## src/hw/cpu_params.svh

```systemverilog
// Core sizing and host map
`ifndef CPU_PARAMS_SVH
`define CPU_PARAMS_SVH

// Datapath width
`define CPU_XLEN         32

// Memory depths in words
`define CPU_IMEM_WORDS   256
`define CPU_DMEM_WORDS   256

// APB byte address width
`define CPU_APB_AW       12

// Register offsets
`define CPU_ADDR_CTRL    'h000
`define CPU_ADDR_STATUS  'h004
`define CPU_ADDR_RETIRED 'h008

// Program window write-only and data window read-only
`define CPU_IMEM_BASE    'h400
`define CPU_DMEM_BASE    'h800

`endif

```

## src/hw/cpuPkg.sv

```systemverilog
// Core shared types
`include "cpu_params.svh"

package cpuPkg;

    typedef logic [`CPU_XLEN-1:0] word;   // Data and address
    typedef logic [4:0] regIdx;            // Register number

    // Host request of 47 bits
    typedef struct packed {
        logic [`CPU_APB_AW-1:0] paddr;
        logic psel;
        logic penable;
        logic pwrite;
        word pwdata;
    } apbReq;

    // Host response of 34 bits
    typedef struct packed {
        word prdata;
        logic pready;
        logic pslverr;
    } apbRsp;

    typedef enum logic [3:0] {
        opAdd, opSub, opAnd, opOr, opXor,
        opSlt, opSll, opSrl, opSra, opPassB   // PassB for lui
    } aluOp;

    // Matches funct3[1:0] of loads and stores
    typedef enum logic [1:0] {memByte, memHalf, memWord} memSize;

    typedef enum logic [1:0] {wbAluResult, wbMemData, wbLinkPc} wbSel;

    // Decoded control for one instruction
    typedef struct packed {
        logic regWrite;
        logic memRead;
        logic memWrite;
        memSize memSize;
        logic memUnsigned;      // lbu, lhu
        logic aluSrcImm;        // B operand from imm
        aluOp aluOp;
        wbSel wbSel;
        logic branch;
        logic branchNe;         // bne, else beq
        logic jump;
        logic halt;             // ecall
        word imm;
    } ctrlSig;

endpackage

```

## src/hw/runControl.sv

```systemverilog
// Host port and run control
`timescale 1ns/10ps
`include "cpu_params.svh"

module runControl (
    input  logic clock,
    input  logic arstN,
    input  cpuPkg::apbReq apbIn,
    input  logic haltReq,
    output cpuPkg::apbRsp apbOut,
    output logic runEn,
    output logic clearPc,
    output logic progWe,
    output logic [$clog2(`CPU_IMEM_WORDS)-1:0] progIdx,
    output cpuPkg::word progData,
    output logic [$clog2(`CPU_DMEM_WORDS)-1:0] hostRdIdx,
    input  cpuPkg::word retired,
    input  cpuPkg::word hostRdData
);

    localparam int AW = `CPU_APB_AW;
    localparam int IW = $clog2(`CPU_IMEM_WORDS);
    localparam int DW = $clog2(`CPU_DMEM_WORDS);
    localparam int ImemEnd = `CPU_IMEM_BASE + `CPU_IMEM_WORDS * 4;
    localparam int DmemEnd = `CPU_DMEM_BASE + `CPU_DMEM_WORDS * 4;
    localparam logic [AW-1:0] ImemBase = `CPU_IMEM_BASE;
    localparam logic [AW-1:0] DmemBase = `CPU_DMEM_BASE;

    typedef enum logic [1:0] {stIdle, stRun, stHalt} runState;

    runState state;
    logic setupPh, accessPh;
    logic running, halted;
    logic inImem, inDmem, isCtrl, isStatus, isRetired;
    logic [AW-1:0] imemOff, dmemOff;
    logic errNow, errQ;
    logic ctrlWrite, startReq;
    cpuPkg::word rdNow, rdQ;

    assign setupPh  = apbIn.psel & ~apbIn.penable;
    assign accessPh = apbIn.psel & apbIn.penable;
    assign running  = (state == stRun);
    assign halted   = (state == stHalt);

    // Address decode
    assign inImem    = (apbIn.paddr >= ImemBase) && (apbIn.paddr < ImemEnd);
    assign inDmem    = (apbIn.paddr >= DmemBase) && (apbIn.paddr < DmemEnd);
    assign isCtrl    = (apbIn.paddr == `CPU_ADDR_CTRL);
    assign isStatus  = (apbIn.paddr == `CPU_ADDR_STATUS);
    assign isRetired = (apbIn.paddr == `CPU_ADDR_RETIRED);
    assign imemOff   = apbIn.paddr - ImemBase;
    assign dmemOff   = apbIn.paddr - DmemBase;

    always_comb begin
        errNow = 1'b0;
        rdNow  = '0;     // CTRL and program window read back zero
        if (inImem) begin
            errNow = apbIn.pwrite & running;   // Program locked during a run
        end else if (inDmem) begin
            errNow = apbIn.pwrite | running;   // Read-only, and only when stopped
            rdNow  = hostRdData;
        end else if (isStatus) begin
            errNow = apbIn.pwrite;
            rdNow  = {{(`CPU_XLEN-2){1'b0}}, halted, running};
        end else if (isRetired) begin
            errNow = apbIn.pwrite;
            rdNow  = retired;
        end else if (!isCtrl) begin
            errNow = 1'b1;                     // Unmapped offset
        end
    end

    // Response captured in setup, presented in access
    always_ff @(posedge clock or negedge arstN) begin
        if (!arstN) begin
            errQ <= 1'b0;
        end else if (setupPh) begin
            errQ <= errNow;
        end
    end

    always_ff @(posedge clock) begin
        if (setupPh) begin
            rdQ <= rdNow;
        end
    end

    assign apbOut.prdata  = rdQ;
    assign apbOut.pready  = accessPh;          // No wait states
    assign apbOut.pslverr = accessPh & errQ;

    // Host writes take effect at the access edge
    assign ctrlWrite = accessPh & apbIn.pwrite & isCtrl;
    assign startReq  = ctrlWrite & apbIn.pwdata[0] & ~running;
    assign clearPc   = ctrlWrite & apbIn.pwdata[1] & ~running;
    assign progWe    = accessPh & apbIn.pwrite & inImem & ~running;
    assign progIdx   = imemOff[IW+1:2];
    assign progData  = apbIn.pwdata;
    assign hostRdIdx = dmemOff[DW+1:2];
    assign runEn     = running;

    always_ff @(posedge clock or negedge arstN) begin
        if (!arstN) begin
            state <= stIdle;
        end else begin
            case (state)
                stRun: begin
                    if (haltReq) state <= stHalt;   // ecall in flight
                end
                default: begin
                    if (startReq) begin
                        state <= stRun;
                    end else if (clearPc) begin
                        state <= stIdle;            // Clear drops halted
                    end
                end
            endcase
        end
    end

    // APB access phase always follows a select
    assert property (@(posedge clock) disable iff (!arstN) apbIn.penable |-> apbIn.psel);

endmodule

```

## config.mk

```make
export PLATFORM = sky130hd
export DESIGN_NAME = runControl
export DESIGN_NICKNAME = d
export VERILOG_FILES = /design/src/hw/cpuPkg.sv /design/src/hw/runControl.sv
export VERILOG_INCLUDE_DIRS = /design/src /design/src/hw
export SDC_FILE = /design/constraint.sdc
export NUM_CORES = 1
export LEC_CHECK = 0
export ABC_AREA = 1
export CORE_AREA = 2 2 78 80
export CTS_CLUSTER_DIAMETER = 40
export DETAILED_ROUTE_END_ITERATION = 8
export DIE_AREA = 0 0 80 82
export DONT_BUFFER_PORTS = 1
export SLEW_MARGIN = 0
export SYNTH_ARGS = -nofsm -noshare
export SYNTH_HDL_FRONTEND = slang
export SYNTH_SLANG_ARGS = --single-unit
```

## constraint.sdc

```tcl
create_clock -name clock -period 1.2 [get_ports clock]
set_input_delay 0.24 -clock clock [delete_from_list [all_inputs] [get_ports clock]]
set_output_delay 0.24 -clock clock [all_outputs]
set_load 0.1 [all_outputs]
```

* After elaboration in Yosys (flattened, before gate mapping)
Cells that the tools add are included.
** Word-level totals
- Bits in registers :: 35
- Latch bits :: 0
- Bits in writable memories :: 0
- Bits in read-only memories :: 0
- Input bits :: 114
- Output and inout port bits :: 85
- Logic and storage cells :: 46
- Memories kept :: 0
** Operators by class
- Add/sub/neg operators :: 2
- Multiply operators :: 0
- Div/mod/pow operators :: 0
- $lt $le $gt $ge :: 4
- Equality and inequality tests :: 5
- Shift operators :: 0
- Mux-type cells :: 12
- Bitwise logic cells :: 15
- Reductions and logical operators :: 5
** Operators with widths (number)
- $mux W32 :: 3
- $lt A12 B12 Y1 const B :: 2
- $sub A10 B1 Y10 const B :: 2
- $and A1 B1 Y1 :: 12
- $eq A12 B3 Y1 const B :: 1
- $eq A12 B4 Y1 const B :: 1
- $ge A12 B11 Y1 const B :: 1
- $ge A12 B12 Y1 const B :: 1
- $logic_not A12 Y1 :: 1
- $mux W2 :: 4
- $mux W1 :: 5
- $reduce_bool A3 Y1 :: 1
- $eq A2 B1 Y1 const B :: 1
- $eq A2 B2 Y1 const B :: 1
- $logic_and A1 B1 Y1 :: 2
- $ne A2 B2 Y1 const B :: 1
- $not A1 Y1 :: 2
- $reduce_and A2 Y1 :: 1
- $or A1 B1 Y1 :: 1

* Depth between registers and ports, before layout
Gate-level depths: netlist of run 1.
- Depth after elaboration :: 8
- Gate-level depth with buffers :: 9
- Depth with buffers taken out :: 9

* Worst setup path after synthesis of run 1
Ideal clock, no wire load.
- Path type :: flip-flop to output port
- Start :: register state[0]
- End :: output port progWe
- Arrival :: 3.135 ns
- Required time :: 0.960 ns
- Setup slack :: -2.175 ns
- Stages on the path, launching flop included :: 4
- Buffers on the path :: 0
- Path through :: dfrtp_1 -> nand2_1 -> inv_1 -> nor3_1
** On the way
- Cells in the longest elaborated chain, start to end :: 3
** Ends and longest elaborated chain
- start: declaration :: line runControl.sv:31 : runState state;
- start signal: assignment :: line runControl.sv:104 : state <= stIdle;
- start signal: assignment :: line runControl.sv:108 : if (haltReq) state <= stHalt;
- start signal: assignment :: line runControl.sv:112 : state <= stRun;
- $eq A2 B1 Y1 :: line runControl.sv:42 : assign running = (state == stRun);
- net runEn :: line runControl.sv:11 : output logic runEn,
- $not A1 Y1 :: line runControl.sv:96 : assign progWe = accessPh & apbIn.pwrite & inImem & ~running;
- $and A1 B1 Y1 :: line runControl.sv:96
- end: declaration :: line runControl.sv:13 : output logic progWe,
The timed path passes the listed nets, and every way through them passes these cells.

* Final worst setup path of run 1
- Start :: register state[0]
- End :: output port progWe
** On the way
- Cells in the longest elaborated chain, start to end :: 3
** Ends and longest elaborated chain (line)
- $eq A2 B1 Y1 :: runControl.sv:42
- $not A1 Y1 :: runControl.sv:96
- $and A1 B1 Y1 :: runControl.sv:96
Every way passes these cells.

==> results of run 1 <==
==> sequential cells by signal (all words and copies together) (netlist names) <==
signal,count
errQ,1
rdQ,32
state,2
==> Yosys cell counts, drive strengths merged <==
library cell,count
nor3,5
a31oi,1
a22o,30
a21oi,2
dfrtp,3
buf,55
inv,15
nand2,18
edfxtp,32
nand4,1
nor2,16
nand3b,3
nand3,2
o21ai,2
==> metrics by stage <==
step	power (mW)	utilization (%)	area [sq um]	setup TNS, ps	instances
floorplan	2.87	-	2090	-2210	185
global placement	2.50	45.2	2600	-1200	256
detailed placement	2.51	45.2	2600	-1690	256
CTS	3.32	47.8	2750	-702	269
global route	3.40	48.5	2790	-1180	270
finish	3.29	48.5	2790	-771	270
==> worst max path at each step <==
stage | from | to | slack (ps) | cells past startpoint
CTS | state[1]$_DFFE_PN0P_ | clearPc | -240 | 5
global placement | apbIn[36] | clearPc | -120 | 8
floorplan | state[0]$_DFFE_PN0P_ | progWe | -920 | 3
detailed placement | apbIn[36] | clearPc | -170 | 8
finish | state[0]$_DFFE_PN0P_ | progWe | -240 | 4
global route | apbIn[36] | clearPc | -290 | 8
==> cell families after synthesis <==
kind of cell	Yosys count	share of synthesized area, %
flip-flops	35	50.4
buffers and inverters	70	24.1
AND/OR/NAND/NOR	45	11.5
AO/OA/AOI/OAI	35	14.1
==> critical path, stage by stage (launching register included) <==
cell and delay [ps]:
dfrtp_1 410, nand2_4 120, inv_4 60, nor3_4 140, buf_12 200
==> layer usage <==
metal  up-vias  track usage, %  share of wire [%]
met4         0            8.31                4.1
met2        98            27.6                 54
met1       604            14.0                 30
li1        615               -                  -
met3        24            6.26                 12
met5         -               0                  0
==> power by group through the flow <==
stage | registers (mW) | logic (mW) | clock network [mW]
after floorplan | 1.96 | 0.911 | 0
after global placement | 1.50 | 0.998 | 0
after detailed placement | 1.50 | 1.00 | 0
after CTS | 1.48 | 1.01 | 0.831
after global routing | 1.48 | 1.04 | 0.881
final | 1.47 | 1.01 | 0.807
==> final cells by class <==
| type | count | area [sq um] | area share, % |
|---|---|---|---|
| timing repair buffer | 57 | 913 | 32.8 |
| multi-input combinational | 80 | 592 | 21.2 |
| clock inverter | 2 | 12.5 | 0.449 |
| clock buffer | 6 | 72.6 | 2.60 |
| sequential | 35 | 1040 | 37.2 |
| tap | 75 | 93.8 | 3.37 |
| inverter | 15 | 67.6 | 2.42 |
==> layout by cell type (no fill, tap or decap), drive strengths merged <==
master and count:
nand3b 3, edfxtp 32, buf 56, nand4 1
dlygate4sd3 1, o21ai 2, a31oi 1, clkbuf 6
nor2 16, nand3 2, dfrtp 3, clkinv 1
a21oi 2, a22o 30, clkinvlp 2, inv 14
nand2 18, nor3 5
==> repair_timing <==
action	CTS	global route
setup endpoints to repair	6	8
pin swaps	6	5
resized for setup	10	9
hold endpoints to repair	3	0
buffers inserted	4	1
hold buffers	1	0
==> results.md, run 1 <==
- Initial core utilization: between 30% and 40%
- Type of origin of the critical path: flip-flop
- Leakage power: between 1 and 1.5 nW
- Port-buffer cells: 0
- Max-cap violations: 0
- Fin. Hold Viols: 0
- Worst Hold Class: input pin to flip-flop
- Place WS: -174 ps
- Maximum vdd drop: 0.000481 V
- CTS Buffer Depth: 2
- CTS tree: done
- Via density per instance: slightly below 5
- CP required: ~960 ps
- RSZ-0062 raised after global routing: true
- Tcrit/Tclk final: 120%
- Layout Area Growth over Synthesis: 35.7%
- IO Pins: slightly below 200
- Slew margin rel.: just over 80%
- DR pass1 iterations: 4
- Clk_lat worst skew: approximately 280 ps
- CP Class: flip-flop to output pin
- NumNets Final: a little over 300
- Die Y: approximately 82 um
- Initial DRC Count: 18
- Failing checks: setup timing
- Synth Area per Inst: approximately 11 sq um
- Combinational power share: 30.7%
- Worst Hold Depth: 2
- Reg2reg end: state[1]$_DFFE_PN0P_
- Status: complete, but fails checks
- Root Driver: clkbuf_8
- Final slew viol count: 0
- Fmax: 694 MHz
- Clk pwr share: between 20% and 30%
- Post-synth cell types: 27
- Row count: 28
- Worst R2R Setup Slack: -80 ps
- Largest net degree at the start of global routing: 33
- R2R depth: 8
- Worst Min Path Start: haltReq
- Overflow after GRT: 0
- Flop pwr share: 44.8%
- Largest area contributor in the netlist: edfxtp_1
- Worst-Margin Slew: about 280 ps
- Vias: between 1k and 1.5k
- # DRC: 0
- Fin worst setup slack: -240 ps
- Final Wtd Congestion: 0.793
- Final setup vio count: 7
- FF-to-FF Start: state[0]$_DFFE_PN0P_
- WHS Endpoint: state[1]$_DFFE_PN0P_
- CTS Buf Count: 5
- Routed len/inst: 19.4 um
- H-tree depth: 2
- Initial antenna violation count: 0
- Vias in the first global route: 1348
- Die Wd: around 80 um
- Clock Sinks: 35
- Sw Ratio: 34.0%
- Worst setup EP type: output pin
- Syn nets: ~300
- Synthesized cell area: slightly above 0.002 sq mm
- Top cells by area, synth: edfxtp_1 (47%), buf_4 (18%), a22o_1 (13%)
- Part of the Yosys area used for sequential elements: between 50% and 60%
- Critical Path AT: between 1000 and 1500 ps
- WHS: ~89 ps
- Internal: around 2.2 mW
- Power Dens Cells: between 1000 and 1500 mW/mm^2
- Final HPWL DP: approximately 4.3 mm
- First-pass GRT wire length: between 7 and 8 mm
- Ant. Diodes: 0
- Crit path max fanout: 3
- Total track usage: 15.0%
- Core area: ~0.0057 sq mm
- Share of the synthesized area in the top cell type: 46.8%
- Cells after Synth: 185
- Seq cells post-synth: 35
- Antenna viol nets, final: 0
- Fin crit period: ~1400 ps
- Clock-pin slew on the worst setup and hold paths: roughly 70 ps
- Fill cells: 545
- Drt total wl: ~5.2 mm
- Layout cells sized above 1: 45.6%
- Skew final: roughly 0.25 ps
- Synth warn: 0
- Die area: about 0.0066 sq mm
- Switching power: 1.12 mW
Power figures use the tool's default switching activity.
==> run 2, diff against run 1 <==
--- a/config.mk
+++ b/config.mk
@@ -12,6 +12,7 @@
 export DETAILED_ROUTE_END_ITERATION = 8
 export DIE_AREA = 0 0 80 82
 export DONT_BUFFER_PORTS = 1
+export PLACE_DENSITY = 0.51
 export SLEW_MARGIN = 0
 export SYNTH_ARGS = -nofsm -noshare
 export SYNTH_HDL_FRONTEND = slang
==> run 2 against run 1 <==
- the run still ends with setup timing left
- critical path depth increased by 1
- sequential cell count unchanged
- setup slack gained 6.4 ps
- via count up 3.4%
- sequential power hardly changed
- core utilization is 0.72 points lower
- routed wire length fell by 7.7%
- combinational power about the same
- global-route usage fell by 1.3 points
- sequential share of layout area rose by 0.56 points
- clock-buffer cell count is the same
- critical endpoint is now clearPc
- largest power group unchanged
- highest routed layer unchanged
==> results.md, run 2 (same netlist as run 1, synthesis figures left out) <==
- Ant. Diodes: 0 (unchanged)
- Fin crit period: 1430 ps (was 1440 ps)
- Most frequent cells in the layout: buf_12 (36), edfxtp_1 (32), a22o_1 (30) (was buf_12 (38), edfxtp_1 (32), a22o_1 (30))
- Worst Hold Class: input pin to flip-flop (unchanged)
- Slew margin rel.: 82.3% (was 81.5%)
- Initial antenna violation count: 0 (unchanged)
- Final HPWL DP: 3.77 mm (was 4.29 mm)
- Final setup vio count: 4 (was 7)
- Vias in the first global route: 1407 (was 1348)
- RSZ-0062 raised after global routing: true (unchanged)
- Status: complete, but fails checks (unchanged)
- Skew final: 0.281 ps (was 0.245 ps)
- Initial DRC Count: 32 (was 18)
- Total track usage: 13.7% (was 15.0%)
- Maximum vdd drop: 0.000402 V (was 0.000481 V)
- Drt total wl: 4.83 mm (was 5.24 mm)
- Worst-Margin Slew: 265 ps (was 279 ps)
- Worst setup EP type: output pin (unchanged)
- Via density per instance: 5.12 (was 4.97)
- CP required: 960 ps (about the same)
- Failing checks: setup timing (unchanged)
- Largest reg by FF count: rdQ (unchanged)
- Layout cells sized above 1: 43.9% (was 45.6%)
- Root Driver: clkbuf_8 (unchanged)
- Fmax: 697 MHz (was 694 MHz)
- Die Y: 82 um (unchanged)
- Fin. Hold Viols: 0 (unchanged)
- H-tree depth: 2 (unchanged)
- Clock-pin slew on the worst setup and hold paths: 60 ps (was 70 ps)
- Layout Area Growth over Synthesis: 33.7% (was 35.7%)
- Row count: 28 (unchanged)
- Largest regs: rdQ (32), state (2), errQ (1) (unchanged)
- NumNets Final: 309 (was 308)
- Port-buffer cells: 0 (unchanged)
- Placed Cells: 257 (was 256)
- Clock Sinks: 35 (unchanged)
- CP Class: flip-flop to output pin (unchanged)
- Clk_lat worst skew: 270 ps (was 280 ps)
- Initial core utilization: 35.8% (unchanged)
- Fin worst setup slack: -234 ps (was -240 ps)
- IO Pins: 199 (unchanged)
- Leakage power: 1.12 nW (about the same)
- Die Wd: 80 um (unchanged)
- CTS tree: done (unchanged)
- Final Wtd Congestion: 0.819 (was 0.793)
- Commonest non-fill, non-tap cell in the layout: buf_12 (unchanged)
- CTS Buffer Depth: 2 (unchanged)
- First-pass GRT wire length: 6.70 mm (was 7.13 mm)
- # DRC: 0 (unchanged)
- Crit path max fanout: 3 (unchanged)
- DP Area: 0.00259 sq mm (was 0.00260 sq mm)
- Die area: 0.00656 sq mm (unchanged)
- WHS: 143 ps (was 89.1 ps)
- Antenna viol nets, final: 0 (unchanged)
- Max reg flops: 32 (unchanged)
- CTS Buf Count: 5 (unchanged)
- Largest net degree at the start of global routing: 33 (unchanged)
- DR pass1 iterations: 4 (unchanged)
- Final slew viol count: 0 (unchanged)
- Overflow after GRT: 0 (unchanged)
- Type of origin of the critical path: flip-flop (unchanged)
- Post-route cell area: 0.00275 sq mm (was 0.00279 sq mm)
- Max-cap violations: 0 (unchanged)
- Fin cells: 271 (was 270)
- Vias: 1387 (was 1341)
- Critical Path AT: 1190 ps (was 1200 ps)
- Core area: 0.00575 sq mm (unchanged)
- Power Dens Cells: 1180 mW/mm^2 (about the same)
- Tcrit/Tclk final: 119% (was 120%)
- Routed len/inst: 17.8 um (was 19.4 um)
## run 2: cell type report
class	instances	area, sq um
Clock buffer	6	72.6
Clock inverter	2	7.51
Fill cell	522	3000
Inverter	15	67.6
Multi-Input combinational cell	80	577
Sequential cell	35	1040
Tap cell	75	93.8
Timing Repair Buffer	58	892
## run 2: worst max-delay path, stage by stage, from the launching register on
cell        delay (ps)
dfrtp_1            390
inv_2               80
nand2_4             70
nand2_2            100
clkinvlp_4         100
buf_12             170
## run 2: path summary, 6_finish.rpt
check | from | endpoint | slack (ps) | cells after the start
worst max-delay path | state[1]$_DFFE_PN0P_ | clearPc | -230 | 5
worst min-delay path | haltReq | state[1]$_DFFE_PN0P_ | 140 | 2
worst max register to register | state[1]$_DFFE_PN0P_ | rdQ[0]$_SDFFCE_PP0P_ | 30 | 6
worst min register to register | state[0]$_DFFE_PN0P_ | state[0]$_DFFE_PN0P_ | 720 | 3
max in group asynchronous | arstN | state[0]$_DFFE_PN0P_ | 830 | 1
min in group asynchronous | arstN | state[1]$_DFFE_PN0P_ | 220 | 1
## run 2: power breakdown
group / internal [mW] / leakage [nW] / total [mW] / switching, mW
combinational: 0.358 / 0.767 / 1.02 / 0.661
sequential: 1.42 / 0.308 / 1.48 / 0.0590
clock: 0.395 / 0.0403 / 0.756 / 0.361
total: 2.17 / 1.12 / 3.25 / 1.08
## run 2: per-layer routing
layer  vias up  global-route usage, %  share of wire [%]
met4         0                   6.27                1.7
met1       636                   11.9                 31
met2       128                   25.6                 55
met3         8                   7.47                 12
met5         -                      0                  0
li1        615                      -                  -
## run 2: what timing repair did
action	4_1_cts	5_1_grt
buffers inserted	2	3
setup endpoints to repair	5	6
endpoints found under the hold margin	3	0
hold buffers	1	0
resized for setup	8	3
pin swaps	4	0
## run 2: metrics by stage
stage	worst slack, ps	utilization [%]	setup TNS, ps	power [mW]
global route	-290	47.8	-909	3.37
global placement	-106	45.1	-640	2.49
detailed placement	-150	45.1	-1850	2.50
finish	-234	47.8	-637	3.25
CTS	-242	47.2	-685	3.29
floorplan	-915	-	-2210	2.87
==> run 3, diff against run 2 <==
==> constraint.sdc (replaced) <==
create_clock -name clock -period 1.2 [get_ports clock]
set_input_delay 0 -clock clock [delete_from_list [all_inputs] [get_ports clock]]
set_output_delay 0 -clock clock [all_outputs]
set_load 0.1 [all_outputs]
==> run 3 against run 2 <==
- the flow still finishes with violations (setup timing)
- sequential cell count unchanged
- die area stayed put
- final cell count rose by 21%
- sequential power decreased by 3%
- combinational power about the same
- total power down 1.0%
- register-to-register slack better by 30 ps
- routed wire length up 24%
- cell area grew 5.6%
- via count up 18%
- core utilization grew 2.7 points
- global-route usage is 3.4 points higher
- critical endpoint is now progWe
- highest routed layer unchanged
==> results.md, run 3 (same netlist as run 1, synthesis figures left out) <==
- # DRC: 0 (unchanged)
- Crit path max fanout: 4 (was 3)
- Layout Area Growth over Synthesis: 41.2% (was 33.7%)
- Die Wd: 80 um (unchanged)
- Final slew viol count: 0 (unchanged)
- Total track usage: 17.1% (was 13.7%)
- Max-cap violations: 0 (unchanged)
- DR pass1 iterations: 4 (unchanged)
- Place WS: 12.1 ps (was -150 ps)
- Final Wtd Congestion: 0.877 (was 0.819)
- Failing checks: setup timing (unchanged)
- Via density per instance: 4.98 (was 5.12)
- Initial core utilization: 35.8% (unchanged)
- Worst Hold Class: input pin to output pin (was input pin to flip-flop)
- CTS Buffer Depth: 2 (unchanged)
- Final HPWL DP: 3.83 mm (was 3.77 mm)
- WP buf/inv: 2 (was 3)
- CTS tree: done (unchanged)
- Initial DRC Count: 44 (was 32)
- Crit-path slowest cell: dfrtp_1 (unchanged)
- Met2 usage: 34.5% (was 25.6%)
- Worst-Margin Slew: 291 ps (was 265 ps)
- Setup TNS: -22.6 ps (was -637 ps)
- Slew margin rel.: 80.7% (was 82.3%)
- Power Total: 3.22 mW (was 3.25 mW)
- Fin crit period: 1220 ps (was 1430 ps)
- Most Crowded Layer GR: met2 (unchanged)
- Power Dens Cells: 1110 mW/mm^2 (was 1180 mW/mm^2)
- Leakage power: 1.18 nW (was 1.12 nW)
- Critical Path AT: 1220 ps (was 1190 ps)
- Largest net degree at the start of global routing: 33 (unchanged)
- Clk_lat worst skew: 280 ps (was 270 ps)
- Ant. Diodes: 0 (unchanged)
- Most frequent cells in the layout: dlygate4sd3_1 (71), buf_4 (40), edfxtp_1 (32) (was buf_12 (36), edfxtp_1 (32), a22o_1 (30))
- Row count: 28 (unchanged)
- Core area: 0.00575 sq mm (unchanged)
- Die Y: 82 um (unchanged)
- CP Class: flip-flop to output pin (unchanged)
- Maximum vdd drop: 0.000536 V (was 0.000402 V)
- Overflow after GRT: 0 (unchanged)
- Vias: 1630 (was 1387)
- Initial antenna violation count: 0 (unchanged)
- H-tree depth: 2 (unchanged)
- Port-buffer cells: 0 (unchanged)
- RSZ-0062 raised after global routing: true (unchanged)
- Root Driver: clkbuf_8 (unchanged)
- Largest reg by FF count: rdQ (unchanged)
- Met3 Use GR: 6.92% (was 7.47%)
- CTS Buf Count: 5 (unchanged)
- Worst setup EP type: output pin (unchanged)
- Clock Sinks: 35 (unchanged)
- Tcrit/Tclk final: 102% (was 119%)
- Max reg flops: 32 (unchanged)
- Fin. Hold Viols: 0 (unchanged)
- Antenna viol nets, final: 0 (unchanged)
- First-pass GRT wire length: 8.27 mm (was 6.70 mm)
- Die area: 0.00656 sq mm (unchanged)
- IO Pins: 199 (unchanged)
- Fin worst setup slack: -22.6 ps (was -234 ps)
- CP required: 1200 ps (was 960 ps)
- M1 GR Usage: 13.6% (was 11.9%)
- Largest regs: rdQ (32), state (2), errQ (1) (unchanged)
- Commonest non-fill, non-tap cell in the layout: dlygate4sd3_1 (was buf_12)
- Vias in the first global route: 1675 (was 1407)
- Slowest stage delay, CP: 420 ps (was 390 ps)
- NumNets Final: 365 (was 309)
- Skew final: 0.821 ps (was 0.281 ps)
- Cell family with most CP delay: flip-flops (unchanged)
- Worst path cell trace: nand2_4, inv_4, nor3_4, buf_12 (was inv_2, nand2_4, nand2_2, clkinvlp_4, buf_12)
- Fmax: 818 MHz (was 697 MHz)
- Final setup vio count: 1 (was 4)
- Layout cells sized above 1: 27.0% (was 43.9%)
- Clock-pin slew on the worst setup and hold paths: 70 ps (was 60 ps)
- Type of origin of the critical path: flip-flop (unchanged)
- Drt total wl: 6.00 mm (was 4.83 mm)
- Status: complete, but fails checks (unchanged)
- Routed len/inst: 18.3 um (was 17.8 um)
## run 3: per-layer routing
metal | routed length, um | vias to the layer above
li1 | - | 734
met1 | 1800 | 727
met2 | 3380 | 144
met3 | 595 | 25
met4 | 222 | 0
met5 | 0 | -
## run 3: power breakdown
part,internal (mW),switching (mW)
Clock,0.395,0.386
Sequential,1.41,0.0223
Combinational,0.308,0.694
Total,2.12,1.10
## run 3: what timing repair did
| item | CTS | global route |
|---|---|---|
| endpoints found under the hold margin | 38 | 0 |
| endpoints found under the setup margin | 3 | 3 |
| hold buffers | 71 | 0 |
| resized for setup | 6 | 3 |
| pin swaps | 2 | 0 |
| setup buffers | 2 | 0 |
| gates cloned | 0 | 0 |
## run 3: path summary, 6_finish.rpt
check,from,to,slack [ps],cells past startpoint
max,state[0]$_DFFE_PN0P_,progWe,-20,4
min,apbIn[22],progData[22],0.04,0
max reg2reg,state[1]$_DFFE_PN0P_,errQ$_DFFE_PN0P_,60,6
min reg2reg,errQ$_DFFE_PN0P_,errQ$_DFFE_PN0P_,540,2
max in group asynchronous,arstN,state[1]$_DFFE_PN0P_,560,2
min in group asynchronous,arstN,state[0]$_DFFE_PN0P_,500,2
## run 3: through the flow
step | cells | instance area (sq um) | util, % | hold WS [ps]
floorplan | 185 | 2080 | - | -296
global placement | 246 | 2070 | 36.1 | -295
detailed placement | 246 | 2070 | 36.1 | -296
CTS | 327 | 2890 | 50.3 | 0.739
global route | 327 | 2900 | 50.5 | 0.138
finish | 327 | 2900 | 50.5 | 0.0386
## run 3: area by class of cell
cell class | count | area [sq um]
clock buffer | 6 | 72.6
multi-input combinational | 80 | 566
sequential | 35 | 1040
timing repair buffer | 114 | 1060
clock inverter | 2 | 7.51
fill | 506 | 2840
tap | 75 | 93.8
inverter | 15 | 63.8
## run 3: worst reg2reg max path, delay by kind of cell (launching register included)
kind	cells	cell delay (ps)
flops	1	400
compound gates	2	270
buf+inv	2	230
simple gates	2	180
